==> src/hw/display_pkg.sv <==
`default_nettype none

package display_pkg;

    // one hex digit.
    typedef logic [3:0] nibble_t;

    // segments a..g in bits 0..6, decimal point in bit 7.
    // all active low.
    typedef logic [7:0] seg_t;

    localparam seg_t seg_blank = 8'hFF; // every segment dark.

endpackage

`default_nettype wire

==> src/hw/ps2_pkg.sv <==
`default_nettype none

package ps2_pkg;

    // one keyboard scan code.
    typedef logic [7:0] scan_code_t;

    localparam scan_code_t break_code = 8'hF0; // prefix sent before a released key.

    localparam int unsigned frame_bits = 11; // start, 8 data, parity, stop.
    localparam int unsigned frame_cnt_bits = $clog2(frame_bits);
    typedef logic [frame_cnt_bits-1:0] bit_cnt_t;

    localparam int unsigned fifo_depth = 8; // power of two, pointers wrap on their own.
    localparam int unsigned fifo_ptr_bits = $clog2(fifo_depth);
    typedef logic [fifo_ptr_bits-1:0] fifo_ptr_t;
    typedef logic [fifo_ptr_bits:0] fifo_count_t;

    typedef enum logic [2:0] {
        idle,
        fetch,
        make_wait,
        break_wait,
        break_fetch,
        release_wait
    } tracker_state_t;

endpackage

`default_nettype wire

==> src/hw/ps2_if.sv <==
`timescale 1ns/1ps
`default_nettype none

interface ps2_if;

    ps2_pkg::scan_code_t code; // head of the receive queue.
    logic                ready; // queue holds at least one code.
    logic                clrn; // active-low queue clear.
    logic                next_n; // active-low pop strobe.

    modport receiver
    (
        output code,
        output ready,
        input  clrn,
        input  next_n
    );

    modport tracker
    (
        input  code,
        input  ready,
        output next_n
    );

endinterface

`default_nettype wire

==> src/hw/key_tracker.sv <==
`timescale 1ns/1ps
`default_nettype none

module key_tracker
(
    input wire                  clk,
    input wire                  rst,
    ps2_if.tracker              bus,
    output ps2_pkg::scan_code_t key_value,
    output logic                blank
);

    ps2_pkg::tracker_state_t state;
    ps2_pkg::tracker_state_t state_next;
    ps2_pkg::scan_code_t     code_q;

    always_ff @(posedge clk)
    begin
        if (!rst)
            state <= ps2_pkg::idle;
        else
            state <= state_next;
    end

    always_comb
    begin
        state_next = state;
        case (state)
            ps2_pkg::idle:
            begin
                if (bus.ready)
                    state_next = ps2_pkg::fetch;
            end
            ps2_pkg::fetch:
            begin
                if (bus.code == ps2_pkg::break_code)
                    state_next = ps2_pkg::break_wait;
                else
                    state_next = ps2_pkg::make_wait;
            end
            ps2_pkg::make_wait:
            begin
                state_next = ps2_pkg::idle;
            end
            ps2_pkg::break_wait:
            begin
                state_next = ps2_pkg::break_fetch;
            end
            ps2_pkg::break_fetch:
            begin
                if (bus.ready)
                    state_next = ps2_pkg::release_wait; // released code popped here.
            end
            ps2_pkg::release_wait:
            begin
                state_next = ps2_pkg::idle;
            end
            default:
            begin
                state_next = ps2_pkg::idle;
            end
        endcase
    end

    // one pop per fetch state.
    assign bus.next_n = !((state == ps2_pkg::fetch)
                          || (state == ps2_pkg::break_fetch && bus.ready));

    // head changes after the pop, so keep a copy.
    always_ff @(posedge clk)
    begin
        if (state == ps2_pkg::fetch)
            code_q <= bus.code;
    end

    always_ff @(posedge clk)
    begin
        if (!rst)
        begin
            key_value <= '0;
            blank     <= 1'b1; // dark until the first make.
        end
        else if (state == ps2_pkg::make_wait)
        begin
            key_value <= code_q;
            blank     <= 1'b0;
        end
        else if (state == ps2_pkg::break_wait)
        begin
            blank <= 1'b1; // key_value kept.
        end
    end

endmodule

`default_nettype wire

==> src/hw/ps2_key_display.sv <==
`timescale 1ns/1ps
`default_nettype none

module ps2_key_display
(
    input wire                clk,
    input wire                rst,
    input wire                ps2_clk,
    input wire                ps2_dat,
    output display_pkg::seg_t seg_low,
    output display_pkg::seg_t seg_high
);

    ps2_pkg::scan_code_t  key_value;
    logic                 blank;
    display_pkg::nibble_t digit_low;
    display_pkg::nibble_t digit_high;

    ps2_if bus ();

    assign bus.clrn = rst; // queue clear follows reset only.

    ps2_receiver u_receiver
    (
        .clk     (clk),
        .rst     (rst),
        .ps2_clk (ps2_clk),
        .ps2_dat (ps2_dat),
        .bus     (bus.receiver)
    );

    key_tracker u_tracker
    (
        .clk       (clk),
        .rst       (rst),
        .bus       (bus.tracker),
        .key_value (key_value),
        .blank     (blank)
    );

    assign digit_low  = key_value[3:0];
    assign digit_high = key_value[7:4];

    seg7_decoder u_seg_low  (.digit(digit_low),  .blank(blank), .seg(seg_low));
    seg7_decoder u_seg_high (.digit(digit_high), .blank(blank), .seg(seg_high));

endmodule

`default_nettype wire

==> src/hw/ps2_receiver.sv <==
`timescale 1ns/1ps
`default_nettype none

module ps2_receiver
(
    input wire      clk,
    input wire      rst,
    input wire      ps2_clk,
    input wire      ps2_dat,
    ps2_if.receiver bus
);

    logic [1:0] clk_sync;
    logic [1:0] dat_sync;
    logic       clk_prev;
    logic       clk_fall;

    ps2_pkg::bit_cnt_t                 bit_cnt;
    logic [ps2_pkg::frame_bits-1:0]    frame;
    logic                              frame_done;
    logic                              frame_ok;

    ps2_pkg::scan_code_t               mem [ps2_pkg::fifo_depth];
    ps2_pkg::fifo_ptr_t                wr_ptr;
    ps2_pkg::fifo_ptr_t                rd_ptr;
    ps2_pkg::fifo_count_t              count;
    logic                              fifo_clear;
    logic                              full;
    logic                              wr_en;
    logic                              rd_en;

    // two-flop synchronizers, plus one more stage for edge detection.
    always_ff @(posedge clk)
    begin
        if (!rst)
        begin
            clk_sync <= 2'b11;
            dat_sync <= 2'b11;
            clk_prev <= 1'b1;
        end
        else
        begin
            clk_sync <= {clk_sync[0], ps2_clk};
            dat_sync <= {dat_sync[0], ps2_dat};
            clk_prev <= clk_sync[1];
        end
    end

    assign clk_fall = clk_prev && !clk_sync[1];

    always_ff @(posedge clk)
    begin
        if (!rst)
        begin
            bit_cnt    <= '0;
            frame_done <= 1'b0;
        end
        else
        begin
            frame_done <= 1'b0;
            if (clk_fall)
            begin
                if (bit_cnt == ps2_pkg::bit_cnt_t'(ps2_pkg::frame_bits - 1))
                begin
                    bit_cnt    <= '0;
                    frame_done <= 1'b1; // check and write on the next clock.
                end
                else if (bit_cnt != '0 || !dat_sync[1])
                begin
                    bit_cnt <= bit_cnt + 1'b1; // a high start bit is not a frame.
                end
            end
        end
    end

    // lsb first, so the start bit ends up in bit 0.
    always_ff @(posedge clk)
    begin
        if (clk_fall)
            frame <= {dat_sync[1], frame[ps2_pkg::frame_bits-1:1]};
    end

    // low start, high stop, odd parity over data and parity bit.
    assign frame_ok = !frame[0] && frame[ps2_pkg::frame_bits-1]
                      && (^frame[ps2_pkg::frame_bits-2:1]);

    assign fifo_clear = !rst || !bus.clrn;
    assign full       = (count == ps2_pkg::fifo_count_t'(ps2_pkg::fifo_depth));
    assign wr_en      = frame_done && frame_ok && !full; // frame is lost when full.
    assign rd_en      = !bus.next_n && bus.ready;

    always_ff @(posedge clk)
    begin
        if (fifo_clear)
        begin
            wr_ptr <= '0;
            rd_ptr <= '0;
            count  <= '0;
        end
        else
        begin
            if (wr_en)
                wr_ptr <= wr_ptr + 1'b1;
            if (rd_en)
                rd_ptr <= rd_ptr + 1'b1;
            if (wr_en && !rd_en)
                count <= count + 1'b1;
            else if (rd_en && !wr_en)
                count <= count - 1'b1;
        end
    end

    always_ff @(posedge clk)
    begin
        if (wr_en)
            mem[wr_ptr] <= frame[ps2_pkg::frame_bits-3:1];
    end

    assign bus.code  = mem[rd_ptr];
    assign bus.ready = (count != '0);

endmodule

`default_nettype wire

==> src/hw/seg7_decoder.sv <==
`timescale 1ns/1ps
`default_nettype none

module seg7_decoder
(
    input wire display_pkg::nibble_t digit,
    input wire                       blank,
    output display_pkg::seg_t        seg
);

    // active low, decimal point held off in bit 7.
    always_comb
    begin
        seg = display_pkg::seg_blank;
        if (!blank)
        begin
            case (digit)
                4'h0: seg = 8'hC0;
                4'h1: seg = 8'hF9;
                4'h2: seg = 8'hA4;
                4'h3: seg = 8'hB0;
                4'h4: seg = 8'h99;
                4'h5: seg = 8'h92;
                4'h6: seg = 8'h82;
                4'h7: seg = 8'hF8;
                4'h8: seg = 8'h80;
                4'h9: seg = 8'h90;
                4'hA: seg = 8'h88;
                4'hB: seg = 8'h83; // lower case b.
                4'hC: seg = 8'hC6;
                4'hD: seg = 8'hA1; // lower case d.
                4'hE: seg = 8'h86;
                4'hF: seg = 8'h8E;
                default: seg = display_pkg::seg_blank;
            endcase
        end
    end

endmodule

`default_nettype wire

==> config.mk <==
export PLATFORM = sky130hd
export DESIGN_NAME = ps2_key_display
export DESIGN_NICKNAME = d
export VERILOG_FILES = /design/src/hw/display_pkg.sv /design/src/hw/ps2_pkg.sv /design/src/hw/ps2_if.sv /design/src/hw/key_tracker.sv /design/src/hw/ps2_key_display.sv /design/src/hw/ps2_receiver.sv /design/src/hw/seg7_decoder.sv
export SDC_FILE = /design/constraint.sdc
export NUM_CORES = 1
export LEC_CHECK = 0
export BUFFER_PORTS_ARGS = -buffer_cell sky130_fd_sc_hd__buf_4
export CORE_ASPECT_RATIO = 0.9
export CORE_MARGIN = 8
export CORE_UTILIZATION = 40
export DETAILED_ROUTE_END_ITERATION = 7
export GPL_TIMING_DRIVEN = 1
export PLACE_DENSITY = 0.7
export SYNTH_ARGS = -nofsm -noshare
export SYNTH_HDL_FRONTEND = slang
export SYNTH_HIERARCHICAL = 1
export SYNTH_SLANG_ARGS = --single-unit
==> constraint.sdc <==
create_clock -name clk -period 3 [get_ports clk]
set_input_delay 0.6 -clock clk [delete_from_list [all_inputs] [get_ports clk]]
set_output_delay 0.6 -clock clk [all_outputs]
set_load 0.005 [all_outputs]
# Word level (Yosys, flattened, before mapping)
# Memory sizes are Yosys's and may differ from the RTL's. A register that Yosys moved wholly into a read port is not among the register bits.
# Cells that the tools add are included.
# W data, S select, Z words.
classes:
  shifts: 0
  order_cmp: 0
  mux: 21
  reduce_logical: 27
  n_mul: 0
  add_sub_neg: 5
  eq_ne: 9
  bitwise_logic: 0
  div_mod_pow: 0
op_table:
  columns: ["operator", "n"]
  rows:
  - ["$mux W4", 8]
  - ["$mux W8", 2]
  - ["$mux W3", 4]
  - ["$pmux W3 S4", 1]
  - ["$logic_and A1 B1 Y1", 9]
  - ["$reduce_xor A9 Y1", 1]
  - ["$add A4 B1 Y4 const B", 2]
  - ["$eq A4 B4 Y1 const B", 2]
  - ["$eq A8 B8 Y1 const B", 1]
  - ["$reduce_bool A4 Y1", 2]
  - ["$add A3 B1 Y3 const B", 2]
  - ["$eq A3 B2 Y1 const B", 2]
  - ["$logic_not A1 Y1", 6]
  - ["$mux W1", 6]
  - ["$reduce_and A2 Y1", 3]
  - ["$reduce_bool A2 Y1", 3]
  - ["$ne A2 B2 Y1 const B", 2]
  - ["$sub A4 B1 Y4 const B", 1]
  - ["$eq A3 B1 Y1 const B", 1]
  - ["$eq A3 B3 Y1 const B", 1]
  - ["$logic_not A3 Y1", 1]
  - ["$logic_or A1 B1 Y1", 2]
word_totals:
  romBits: 224
  latchBits: 0
  inputBits: 4
  mem_bits_rw: 64
  ff_bits: 51
  wordCells: 78
  memories: 3
  output_inout_bits: 16
memory_table:
  columns: ["memory", "depth", "word_bits", "rd", "rd_ports_with_merged_regs", "write_ports", "line_no", "text"]
  rows:
  - ["(no name shown)", 16, 7, 1, 1, 0, "seg7_decoder.sv:17", "case (digit)"]
  - ["(no name shown)", 16, 7, 1, 1, 0, "seg7_decoder.sv:17", null]
  - ["u_receiver.mem", 8, 8, 1, 1, 1, "ps2_receiver.sv:23", "ps2_pkg::scan_code_t mem [ps2_pkg::fifo_depth];"]

# Longest topological paths before layout
# Gate-level depths: netlist (run 1).
logic_depth:
  depth_word: 9
  mapped_depth: 14
  mapped_depth_nobuf: 14

# Modules after synthesis
# The synthesis (run 1) kept the hierarchy.
modules_own_cells:
  columns: ["mod", "seq_area_each_um2", "n_inst", "cells_each", "area_per_inst_um2"]
  rows:
  - ["ps2_receiver", 2712.6, 1, 222, 3842.4]
  - ["key_tracker", 480.5, 1, 58, 740.7]
  - ["seg7_decoder (u_seg_low)", 0.0, 1, 37, 310.3]
  - ["seg7_decoder (u_seg_high)", 0.0, 1, 37, 301.5]

# Worst setup path before layout (run 1)
# No wires, ideal clock.
synth_timing:
  path_kind: "reg-to-reg"
  start: "reg u_receiver/frame[3] in the netlist's numbering"
  end: "reg u_receiver.count[3]"
  slack_ns: 0.159
  synth_period_minus_slack_ns: 2.841
  n_path_buf: 0
  t_arrival_ns: 2.771
  required_ns: 2.930
  stages_incl_launch_ff: 13
  path_cell_list: "edfxtp_1 -> xor2_1 -> xnor3_2 -> mux2i_4 -> inv_2 -> ha_1 -> inv_1 -> ha_1 -> a21o_1 -> a21oi_1 -> xnor2_1 -> or3_1 -> a21oi_1"
synth_via:
  elab_chain_len: 7
  word_cells_on_any_way: 9
  cone_classes: "1 x mux; 8 x reduce/logical"
synth_rtl:
  columns: ["item", "line_no", "text"]
  rows:
  - ["start, declared", "ps2_receiver.sv:19", "logic [ps2_pkg::frame_bits-1:0] frame;"]
  - ["start signal, assigned", "ps2_receiver.sv:80", "frame <= {dat_sync[1], frame[ps2_pkg::frame_bits-1:1]};"]
  - ["$reduce_xor A9 Y1 (*)", "ps2_receiver.sv:85", "&& (^frame[ps2_pkg::frame_bits-2:1]);"]
  - ["$logic_and A1 B1 Y1 (*)", "ps2_receiver.sv:85", null]
  - ["$logic_and A1 B1 Y1 (*) (2 in a row)", "ps2_receiver.sv:89", "assign wr_en = frame_done && frame_ok && !full;"]
  - ["net u_receiver.wr_en", "ps2_receiver.sv:29", "logic wr_en;"]
  - ["$logic_not A1 Y1", "ps2_receiver.sv:108", "else if (rd_en && !wr_en)"]
  - ["$logic_and A1 B1 Y1", "ps2_receiver.sv:108", null]
  - ["$reduce_bool A2 Y1 (no source line)", null, null]
  - ["end signal, assigned", "ps2_receiver.sv:107", "count <= count + 1'b1;"]
  - ["end signal, assigned", "ps2_receiver.sv:109", "count <= count - 1'b1;"]
  - ["end, declared", "ps2_receiver.sv:26", "ps2_pkg::fifo_count_t count;"]
# The timed path passes the listed nets; every way through them passes the cells marked *.
# A chain may end at the register's enable or synchronous reset.

# Worst setup path after layout (run 1)
layout_timing:
  start: "reg u_receiver.count[0]"
  end: "reg u_receiver.count[3]"
layout_via:
  word_cells_on_any_way: 16
  cone_classes: "2 x add/sub; 1 x eq/ne; 2 x mux; 11 x reduce/logical"
layout_rtl:
  columns: ["item", "line_no", "text"]
  rows:
  - ["$eq A4 B4 Y1 (*)", "ps2_receiver.sv:88", "assign full = (count == ps2_pkg::fifo_count_t'(ps2_pkg::fifo_depth));"]
  - ["$logic_not A1 Y1 (*)", "ps2_receiver.sv:89", null]
  - ["$logic_and A1 B1 Y1 (*)", "ps2_receiver.sv:89", null]
  - ["net u_receiver.wr_en", "ps2_receiver.sv:29", null]
  - ["$logic_not A1 Y1", "ps2_receiver.sv:108", null]
  - ["$logic_and A1 B1 Y1", "ps2_receiver.sv:108", null]
  - ["$reduce_bool A2 Y1 (no source line)", null, null]
# The timed path passes the listed nets; every way through them passes the cells marked *. The select of a mux whose other input is x is not followed.

==> results of run 1 <==
area by class of cell:
| type | instances | area [µm²] |
|---|---|---|
| clock buffer | 21 | 450 |
| clock inverter | 11 | 156 |
| fill | 1093 | 6490 |
| inverter | 12 | 45.0 |
| multi-input combinational | 208 | 1880 |
| sequential | 118 | 3200 |
| tap | 164 | 205 |
| timing repair buffer | 36 | 270 |
power by group through the flow:
| stage | logic (mW) | registers (mW) | clock network, mW |
|---|---|---|---|
| after floorplan | 0.0244 | 1.78 | 0 |
| after global placement | 0.0380 | 1.77 | 0 |
| after detailed placement | 0.0397 | 1.77 | 0 |
| after CTS | 0.0397 | 1.74 | 2.10 |
| after global routing | 0.0428 | 1.74 | 2.17 |
| final | 0.0393 | 1.74 | 2.06 |
worst max-delay path, delay by kind of cell (launching register included):
| kind | cells | cell delay, ns |
|---|---|---|
| xor+xnor | 1 | 0.08 |
| compound gates | 3 | 0.49 |
| buf+inv | 2 | 0.17 |
| simple gates | 3 | 1.09 |
| mux | 1 | 0.19 |
| flops | 1 | 0.35 |
| fa+ha+maj | 2 | 0.44 |
registers in the layout, summed over array words and instances, names as in the netlist, named ones only:
name,flops
u_receiver/dat_sync,2
u_receiver/frame,11
u_tracker/state,3
u_receiver/bit_cnt,4
u_tracker/code_q,8
u_receiver/clk_sync,2
u_tracker/key_value,8
u_receiver/rd_ptr,3
u_receiver/mem,64
u_receiver/frame_done,1
u_tracker/blank,1
u_receiver/count,4
u_receiver/clk_prev,1
u_receiver/wr_ptr,3
worst paths after layout:
| check | from | end | slack, ns |
|---|---|---|---|
| setup / recovery | u_receiver/count[0] | u_receiver/count[3] | 0.12 |
| hold / removal | ps2_dat | u_receiver/dat_sync[0] | 0.38 |
| setup reg to reg | u_receiver/count[0] | u_receiver/count[3] | 0.12 |
| hold reg to reg | u_receiver/clk_sync[0] | u_receiver/clk_sync[1] | 0.41 |
stage by stage:
| step | hold WS [ns] | setup TNS, ns | instances |
|---|---|---|---|
| after floorplan | 0.386 | 0 | 354 |
| after CTS | 0.365 | 0 | 569 |
| final | 0.377 | 0 | 570 |
| after global placement | 0.394 | 0 | 537 |
| after global routing | 0.372 | 0 | 570 |
| after detailed placement | 0.401 | -0.0381 | 537 |
layer usage:
metal | GRT usage | wire length, µm | vias up
li1 | - | - | 1394
met1 | 0.139 | 4070 | 1439
met2 | 0.193 | 4460 | 51
met3 | 0.0391 | 373 | 14
met4 | 0.0521 | 160 | 0
met5 | 0 | 0 | -
synth_stat cells, drive strengths merged:
cell type,n
o221ai,2
xor2,3
fa,1
a32oi,4
or3,2
xnor2,6
a211o,2
nand3,2
and2,3
nand2,17
a21oi,8
xnor3,2
nand4,1
or2,2
nor2,19
o21ai,8
nor3,5
edfxtp,83
conb,2
a311o,2
nor3b,4
nor4bb,1
clkbuf,5
mux2i,19
nand2b,12
or4,1
and3b,2
dfxtp,35
and3,3
or2b,1
mux2,12
nand3b,2
buf,11
mux4,16
a221o,4
a21o,1
a21boi,2
and4,1
or4b,1
nor2b,16
inv,12
ha,19
cell families after synthesis:
| kind of cell | synth area share |
|---|---|
| and+or+nand+nor | 0.103 |
| adders and majority gates | 0.0496 |
| buffers and inverters | 0.0282 |
| muxes | 0.134 |
| DFF | 0.615 |
| xor gates and xnor gates | 0.0241 |
| other | 0.00145 |
| AOI/OAI and AO/OA | 0.0448 |
what timing repair did:
action / CTS / global route
resized for setup: 2 / 6
hold buffers: 0 / 0
setup buffers: 0 / 1
endpoints found under the setup margin: 1 / 1
==> flow_metrics.env, run 1 <==
export IMPL_report_power_total_mw=3.84
export IMPL_clk_pin_slew_worst_paths_ns=0.05
export IMPL_cp_required_ns=3.33
export IMPL_final_core_util=0.489
export IMPL_core_area_um2=12700
export IMPL_wire_per_inst_um=15.9
export IMPL_drc=0
export IMPL_synth_area_um2=5190
export IMPL_skew_ns=0.0117
export IMPL_final_hold_viol_count=0
export IMPL_place_congestion=0.759
export IMPL_hold_class="in2reg"
export IMPL_finalSetupViolations=0
export IMPL_syn_nets=378
export IMPL_maxSlewViolCount=0
export IMPL_clockBufferDepth=2
export IMPL_relSlewSlack=0.424
export IMPL_slowest_delay_ns=0.55
export IMPL_internal_power_mw=3.16
export IMPL_wirelength_mm=9.06
export IMPL_row_count=39
export IMPL_grt_pass1_vias=2950
export IMPL_cts_sinks=118
export IMPL_seq_power_share=0.454
export IMPL_cts_tree="yes"
export IMPL_ios=20
export IMPL_setup_slack_ns=0.124
export IMPL_yosysSeqAreaShare=0.615
export IMPL_track_usage=0.118
export IMPL_cts_root_buffer="clkbuf_16"
export IMPL_whs_path_depth=2
export IMPL_layout_drive_gt1_share=0.264
export IMPL_cp_common_cell="inv_2"
export IMPL_detail_route_first_pass_iterations=4
export IMPL_insertion_delay_ns=0.41
export IMPL_ys_types=53
export IMPL_comb_power_share=0.010
export IMPL_antennaDiodeCount=0
export IMPL_vdd_drop_max_v=0.000596
export IMPL_p_sw_frac=0.179
export IMPL_min_period_ns=2.88
export IMPL_die_area_um2=16900
export IMPL_synth_area_leader_cell="edfxtp_1"
export IMPL_syn_inst=354
export IMPL_syn_avg_cell_area_um2=14.7
export IMPL_drtAntennaViolNets=0
export IMPL_final_nets=417
export IMPL_fin_area_um2=6200
export IMPL_worstPathCellList="or4b_4 > and3b_2 > mux2i_4 > inv_2 > ha_2 > inv_2 > ha_1 > a21o_1 > a21oi_2 > xnor2_1 > or3_1 > a21oi_1"
export IMPL_htreeDepth=4
export IMPL_via_count=2898
export IMPL_placed_area_um2=5560
export IMPL_clkPwrFrac=0.536
export IMPL_rsz0062_at_grt="false"
export IMPL_maxClockFrequency_mhz=348
export IMPL_power_leakage_nw=2.15
export IMPL_setup_worst_path_end_class="flip-flop"
export IMPL_synth_area_leaders="edfxtp_1 48%, dfxtp_1 13%, mux4_2 6.9%"
export IMPL_portBuffers=17
export IMPL_initial_core_util=0.409
export IMPL_power_switching_mw=0.686
export IMPL_synth_seq_cells=118
export IMPL_routed_via_density=5.08
export IMPL_cap_viol_max_count=0
export IMPL_period_share=0.959
export IMPL_overflow=0
export IMPL_layout_common_cells="83 x edfxtp_1, 36 x buf_4, 33 x dfxtp_1"
export IMPL_die_w_um=136
export IMPL_syn_to_final_growth_pct=19.3
export IMPL_worst_path_max_fanout=5
export IMPL_final_common_cell="edfxtp_1"
export IMPL_p_per_area_nw_per_um2=620
export IMPL_pre_cts_slack_ns=-0.0381
export IMPL_yosys_area_top_type_share=0.480
export IMPL_tightest_slew_ns=0.862
export IMPL_crit_type="reg2reg"
export IMPL_status="completed"
export IMPL_antenna_found_initial=0
export IMPL_arrival_ns=3.20
export IMPL_die_y_um=124
export IMPL_r2r_cells=12
export IMPL_yosys_warnings=6
export IMPL_cts_buffers=17
export IMPL_drtIter0Drc=175
export IMPL_start_kind="flip-flop"
export IMPL_dp_hpwl_mm=6.07
export IMPL_grt_max_degree=24
export IMPL_slowest_stage="or4b_4"
export IMPL_grt_pass1_wl_mm=15.0
Power figures use the tool's default switching activity.
==> run 2, diff against run 1 <==
--- a/config.mk
+++ b/config.mk
@@ -8,10 +8,11 @@
 export BUFFER_PORTS_ARGS = -buffer_cell sky130_fd_sc_hd__buf_4
 export CORE_ASPECT_RATIO = 0.9
 export CORE_MARGIN = 8
-export CORE_UTILIZATION = 40
+export CORE_UTILIZATION = 55
 export DETAILED_ROUTE_END_ITERATION = 7
 export GPL_TIMING_DRIVEN = 1
-export PLACE_DENSITY = 0.7
+export PLACE_DENSITY = 0.87
+export SLEW_MARGIN = 20
 export SYNTH_ARGS = -nofsm -noshare
 export SYNTH_HDL_FRONTEND = slang
 export SYNTH_HIERARCHICAL = 1
==> flow_metrics.env, run 2 (synthesis gave the netlist of run 1 again) <==
export IMPL_status="completed"
export IMPL_hold_class="in2reg"
export IMPL_multiInputGateArea_um2=1890
export IMPL_finalSetupViolations=0
export IMPL_antenna_found_initial=0
export IMPL_drtAntennaViolNets=0
export IMPL_antennaDiodeCount=0
export IMPL_overflow=0
export IMPL_skew_ns=0.00868
export IMPL_pre_cts_slack_ns=-0.0449
export IMPL_cts_sinks=118
export IMPL_largest_register_ff_count=64
export IMPL_p_sw_frac=0.185
export IMPL_power_switching_mw=0.679
export IMPL_clkPwrFrac=0.515
export IMPL_regMostFlops="u_receiver/mem"
export IMPL_die_w_um=118
export IMPL_report_power_total_mw=3.67
export IMPL_internal_power_mw=2.99
export IMPL_initial_core_util=0.567
export IMPL_crit_type="reg2reg"
export IMPL_wire_per_inst_um=17.9
export IMPL_power_leakage_nw=2.16
export IMPL_cap_viol_max_count=0
export IMPL_layout_drive_gt1_share=0.277
export IMPL_track_usage=0.159
export IMPL_tns_ns=0
export IMPL_drtIter0Drc=174
export IMPL_syn_to_final_growth_pct=18.5
export IMPL_grt_pass1_vias=3157
export IMPL_portBuffers=17
export IMPL_reg2reg_setup_slack_ns=0.1
export IMPL_start_kind="flip-flop"
export IMPL_seq_power_share=0.474
export IMPL_setup_slack_ns=0.0968
export IMPL_drc=0
export IMPL_setup_worst_path_end_class="flip-flop"
export IMPL_routed_via_density=5.54
export IMPL_whs_ns=0.269
export IMPL_cts_buffers=17
export IMPL_cp_required_ns=3.43
export IMPL_row_count=33
export IMPL_placed_area_um2=5520
export IMPL_comb_power_share=0.011
export IMPL_clockBufferDepth=2
export IMPL_p_per_area_nw_per_um2=597
export IMPL_grt_pass1_wl_mm=15.6
export IMPL_clk_pin_slew_worst_paths_ns=0.05
export IMPL_period_share=0.968
export IMPL_htreeDepth=4
export IMPL_ctsHoldBuffers=0
export IMPL_worst_path_max_fanout=4
export IMPL_die_y_um=108
export IMPL_detail_route_first_pass_iterations=4
export IMPL_grt_max_degree=24
export IMPL_final_hold_viol_count=0
export IMPL_arrival_ns=3.34
export IMPL_dp_hpwl_mm=6.08
export IMPL_seq_area_um2=3200
export IMPL_fin_area_um2=6160
export IMPL_place_congestion=0.821
export IMPL_wirelength_mm=9.54
export IMPL_ios=20
export IMPL_insertion_delay_ns=0.52
export IMPL_whs_path_depth=2
export IMPL_tightest_slew_ns=0.810
export IMPL_r2r_cells=12
export IMPL_relSlewSlack=0.458
export IMPL_core_area_um2=9170
export IMPL_maxSlewViolCount=0
export IMPL_final_nets=422
export IMPL_maxClockFrequency_mhz=344
export IMPL_vdd_drop_max_v=0.000428
export IMPL_nFillCells=634
export IMPL_min_period_ns=2.90
export IMPL_die_area_um2=12800
export IMPL_final_common_cell="edfxtp_1"
export IMPL_via_count=2953
export IMPL_top_regs="u_receiver/mem: 64 flops, u_receiver/frame: 11 flops"
export IMPL_cts_tree="yes"
export IMPL_cts_root_buffer="clkbuf_8"
export IMPL_layout_common_cells="83 x edfxtp_1, 41 x buf_4, 33 x dfxtp_1"
[run 2: area by class of cell]
type | count | share of cell area
Clock buffer | 23 | 0.0758
Clock inverter | 9 | 0.0161
Inverter | 12 | 0.00732
Multi-Input combinational cell | 208 | 0.307
Sequential cell | 118 | 0.519
Tap cell | 122 | 0.0248
Timing Repair Buffer | 41 | 0.0500
[run 2: final timing paths]
check	from	end
worst max-delay path	u_receiver/frame[8]	u_receiver/count[3]
worst max register to register	u_receiver/frame[8]	u_receiver/count[3]
worst min register to register	u_receiver/dat_sync[0]	u_receiver/dat_sync[1]
worst min-delay path	ps2_clk	u_receiver/clk_sync[0]
[run 2: power groups by stage]
stage / Sequential [mW] / Combinational [mW] / Clock, mW
4_1_cts: 1.74 / 0.0393 / 1.93
2_1_floorplan: 1.78 / 0.0244 / 0
6_report: 1.74 / 0.0399 / 1.89
5_1_grt: 1.74 / 0.0427 / 1.99
3_3_place_gp: 1.77 / 0.0372 / 0
3_5_place_dp: 1.77 / 0.0390 / 0
[run 2: timing repair]
action                     4_1_cts  5_1_grt
pin swaps                        0        2
setup buffers                    1        3
gates resized for setup          3        8
setup endpoints to repair        1        1
[run 2: through the flow]
step,util,cells
global route,0.672,533
CTS,0.666,530
global placement,0.603,497
finish,0.672,533
floorplan,-,354
detailed placement,0.603,497
[run 2: worst max-delay path, cell delays in order, from the launching register on]
cell and delay (ns):
edfxtp_1 0.41, xnor2_1 0.19, xnor3_2 0.47, mux2i_4 0.21, inv_2 0.11, ha_4 0.16
inv_2 0.05, ha_1 0.28, a21o_1 0.19, a21oi_2 0.16, xnor2_1 0.09, or3_1 0.32
a21oi_1 0.18
[run 2: per-layer routing]
| metal | vias to the layer above | wire (µm) | global-route usage | part of all wire |
|---|---|---|---|---|
| met3 | 24 | 568 | 0.0557 | 0.060 |
| met2 | 88 | 4890 | 0.276 | 0.51 |
| met4 | 0 | 265 | 0.0992 | 0.028 |
| li1 | 1402 | - | - | - |
| met1 | 1439 | 3820 | 0.164 | 0.40 |
| met5 | - | 0 | 0 | 0 |
==> run 3, diff against run 2 <==
--- a/config.mk
+++ b/config.mk
@@ -11,6 +11,7 @@
 export CORE_UTILIZATION = 55
 export DETAILED_ROUTE_END_ITERATION = 7
 export GPL_TIMING_DRIVEN = 1
+export MAX_ROUTING_LAYER = met4
 export PLACE_DENSITY = 0.87
 export SLEW_MARGIN = 20
 export SYNTH_ARGS = -nofsm -noshare
==> flow_metrics.env, run 3 (synthesis gave the netlist of run 1 again) <==
export IMPL_report_power_total_mw=3.67
export IMPL_p_per_area_nw_per_um2=597
export IMPL_grt_max_degree=24
export IMPL_whs_ns=0.274
export IMPL_grt_pass1_vias=3149
export IMPL_holdPathEnd="u_receiver/dat_sync[0]"
export IMPL_portBuffers=17
export IMPL_slowest_delay_ns=0.47
export IMPL_worst_path_max_fanout=4
export IMPL_hold_class="in2reg"
export IMPL_tightest_slew_ns=0.805
export IMPL_cp_required_ns=3.43
export IMPL_cap_viol_max_count=0
export IMPL_drtAntennaViolNets=0
export IMPL_cts_buffers=17
export IMPL_die_w_um=118
export IMPL_slowest_stage="xnor3_2"
export IMPL_final_hold_viol_count=0
export IMPL_relSlewSlack=0.461
export IMPL_dp_cells=497
export IMPL_die_y_um=108
export IMPL_power_switching_mw=0.677
export IMPL_clockBufferDepth=2
export IMPL_finalSetupViolations=0
export IMPL_maxSlewViolCount=0
export IMPL_ios=20
export IMPL_track_usage=0.163
export IMPL_overflow=0
export IMPL_arrival_ns=3.34
export IMPL_antenna_found_initial=0
export IMPL_htreeDepth=4
export IMPL_layout_drive_gt1_share=0.277
export IMPL_seq_power_share=0.474
export IMPL_path_delay_family="XOR/XNOR gates"
export IMPL_min_from="ps2_dat"
export IMPL_place_congestion=0.833
export IMPL_wire_per_inst_um=17.9
export IMPL_wirelength_mm=9.54
export IMPL_power_leakage_nw=2.16
export IMPL_start_kind="flip-flop"
export IMPL_detail_route_first_pass_iterations=4
export IMPL_cts_root_buffer="clkbuf_8"
export IMPL_dp_hpwl_mm=6.08
export IMPL_drc=0
export IMPL_setup_worst_path_end_class="flip-flop"
export IMPL_antennaDiodeCount=0
export IMPL_largest_register_ff_count=64
export IMPL_period_share=0.969
export IMPL_comb_power_share=0.011
export IMPL_skew_ns=0.00744
export IMPL_regMostFlops="u_receiver/mem"
export IMPL_regToRegStartpoint="u_receiver/frame[8]"
export IMPL_initial_core_util=0.567
export IMPL_clk_pin_slew_worst_paths_ns=0.05
export IMPL_die_area_um2=12800
export IMPL_status="completed"
export IMPL_r2r_end="u_receiver/count[3]"
export IMPL_reg2reg_setup_slack_ns=0.09
export IMPL_drtIter0Drc=172
export IMPL_top_regs="u_receiver/mem: 64 flops, u_receiver/frame: 11 flops"
export IMPL_final_nets=422
export IMPL_cts_sinks=118
export IMPL_worst_path_buf_inv=2
export IMPL_maxClockFrequency_mhz=344
export IMPL_insertion_delay_ns=0.51
export IMPL_row_count=33
export IMPL_final_common_cell="edfxtp_1"
export IMPL_min_period_ns=2.91
export IMPL_r2r_cells=12
export IMPL_syn_to_final_growth_pct=18.5
export IMPL_cts_tree="yes"
export IMPL_routed_via_density=5.60
export IMPL_whs_path_depth=2
export IMPL_p_sw_frac=0.184
export IMPL_crit_type="reg2reg"
export IMPL_stdcell_count=533
export IMPL_clkPwrFrac=0.515
export IMPL_internal_power_mw=2.99
export IMPL_core_area_um2=9170
export IMPL_via_count=2984
export IMPL_worstPathCellList="xnor2_1 > xnor3_2 > mux2i_4 > inv_2 > ha_4 > inv_2 > ha_1 > a21o_1 > a21oi_2 > xnor2_1 > or3_1 > a21oi_1"
export IMPL_vdd_drop_max_v=0.000427
export IMPL_grt_pass1_wl_mm=15.5
export IMPL_layout_common_cells="83 x edfxtp_1, 41 x buf_4, 33 x dfxtp_1"
## run 3: cell counts in the layout (fill, tap and decap cells not counted)
Identical to the previous run, type by type.
## run 3: power groups by stage
stage	logic [mW]	clock network (mW)	registers, mW
5_1_grt	0.0427	1.99	1.74
4_1_cts	0.0393	1.93	1.74
2_1_floorplan	0.0244	0	1.78
3_5_place_dp	0.0390	0	1.77
3_3_place_gp	0.0372	0	1.77
6_report	0.0400	1.89	1.74
## run 3: area by class of cell
cell class	instances	area, µm²
sequential	118	3200
fill	634	3010
multi-input combinational	208	1890
clock buffer	23	467
timing repair buffer	41	308
tap	122	153
clock inverter	9	98.8
inverter	12	45.0
## run 3: layer usage
metal	global-route usage	part of all wire	vias to the layer above	wire length [µm]
li1	-	-	1404	-
met3	0.0542	0.054	28	519
met5	-	0	-	0
met2	0.275	0.51	90	4850
met4	0.0974	0.031	0	297
met1	0.165	0.41	1462	3870
## run 3: worst reg2reg max path, stage by stage, from the launching register on
cell and delay [ns]:
edfxtp_1 0.41, xnor2_1 0.19, xnor3_2 0.47, mux2i_4 0.21, inv_2 0.11, ha_4 0.16, inv_2 0.05, ha_1 0.28
a21o_1 0.19, a21oi_2 0.16, xnor2_1 0.09, or3_1 0.32, a21oi_1 0.18
## run 3: how the worst max path moves through the flow
stage                        startpoint                   to  slack [ns]  cells past startpoint
detailed placement  u_receiver/count[0]  u_receiver/count[3]       -0.04                     12
CTS                 u_receiver/frame[7]  u_receiver/count[3]        0.02                     12
finish              u_receiver/frame[8]  u_receiver/count[3]        0.09                     12
global route        u_receiver/frame[8]  u_receiver/count[3]       -0.04                     12
floorplan           u_receiver/frame[3]  u_receiver/count[3]        0.16                     12
global placement    u_receiver/count[0]  u_receiver/count[3]        0.14                     12
## run 3: metrics by stage
stage / cell area (µm²) / worst slack [ns] / setup TNS (ns) / util
finish: 6160 / 0.0937 / 0 / 0.672
global placement: 5520 / 0.138 / 0 / 0.603
global route: 6160 / -0.0353 / -0.0353 / 0.672
CTS: 6100 / 0.0205 / 0 / 0.666
floorplan: 5190 / 0.159 / 0 / -
detailed placement: 5520 / -0.0449 / -0.0449 / 0.603
## run 3: repair_timing
item                                    CTS  global route
gates resized for setup                   3             8
pin swaps                                 0             2
buffers inserted                          1             3
hold buffers                              0             0
endpoints found under the setup margin    1             1
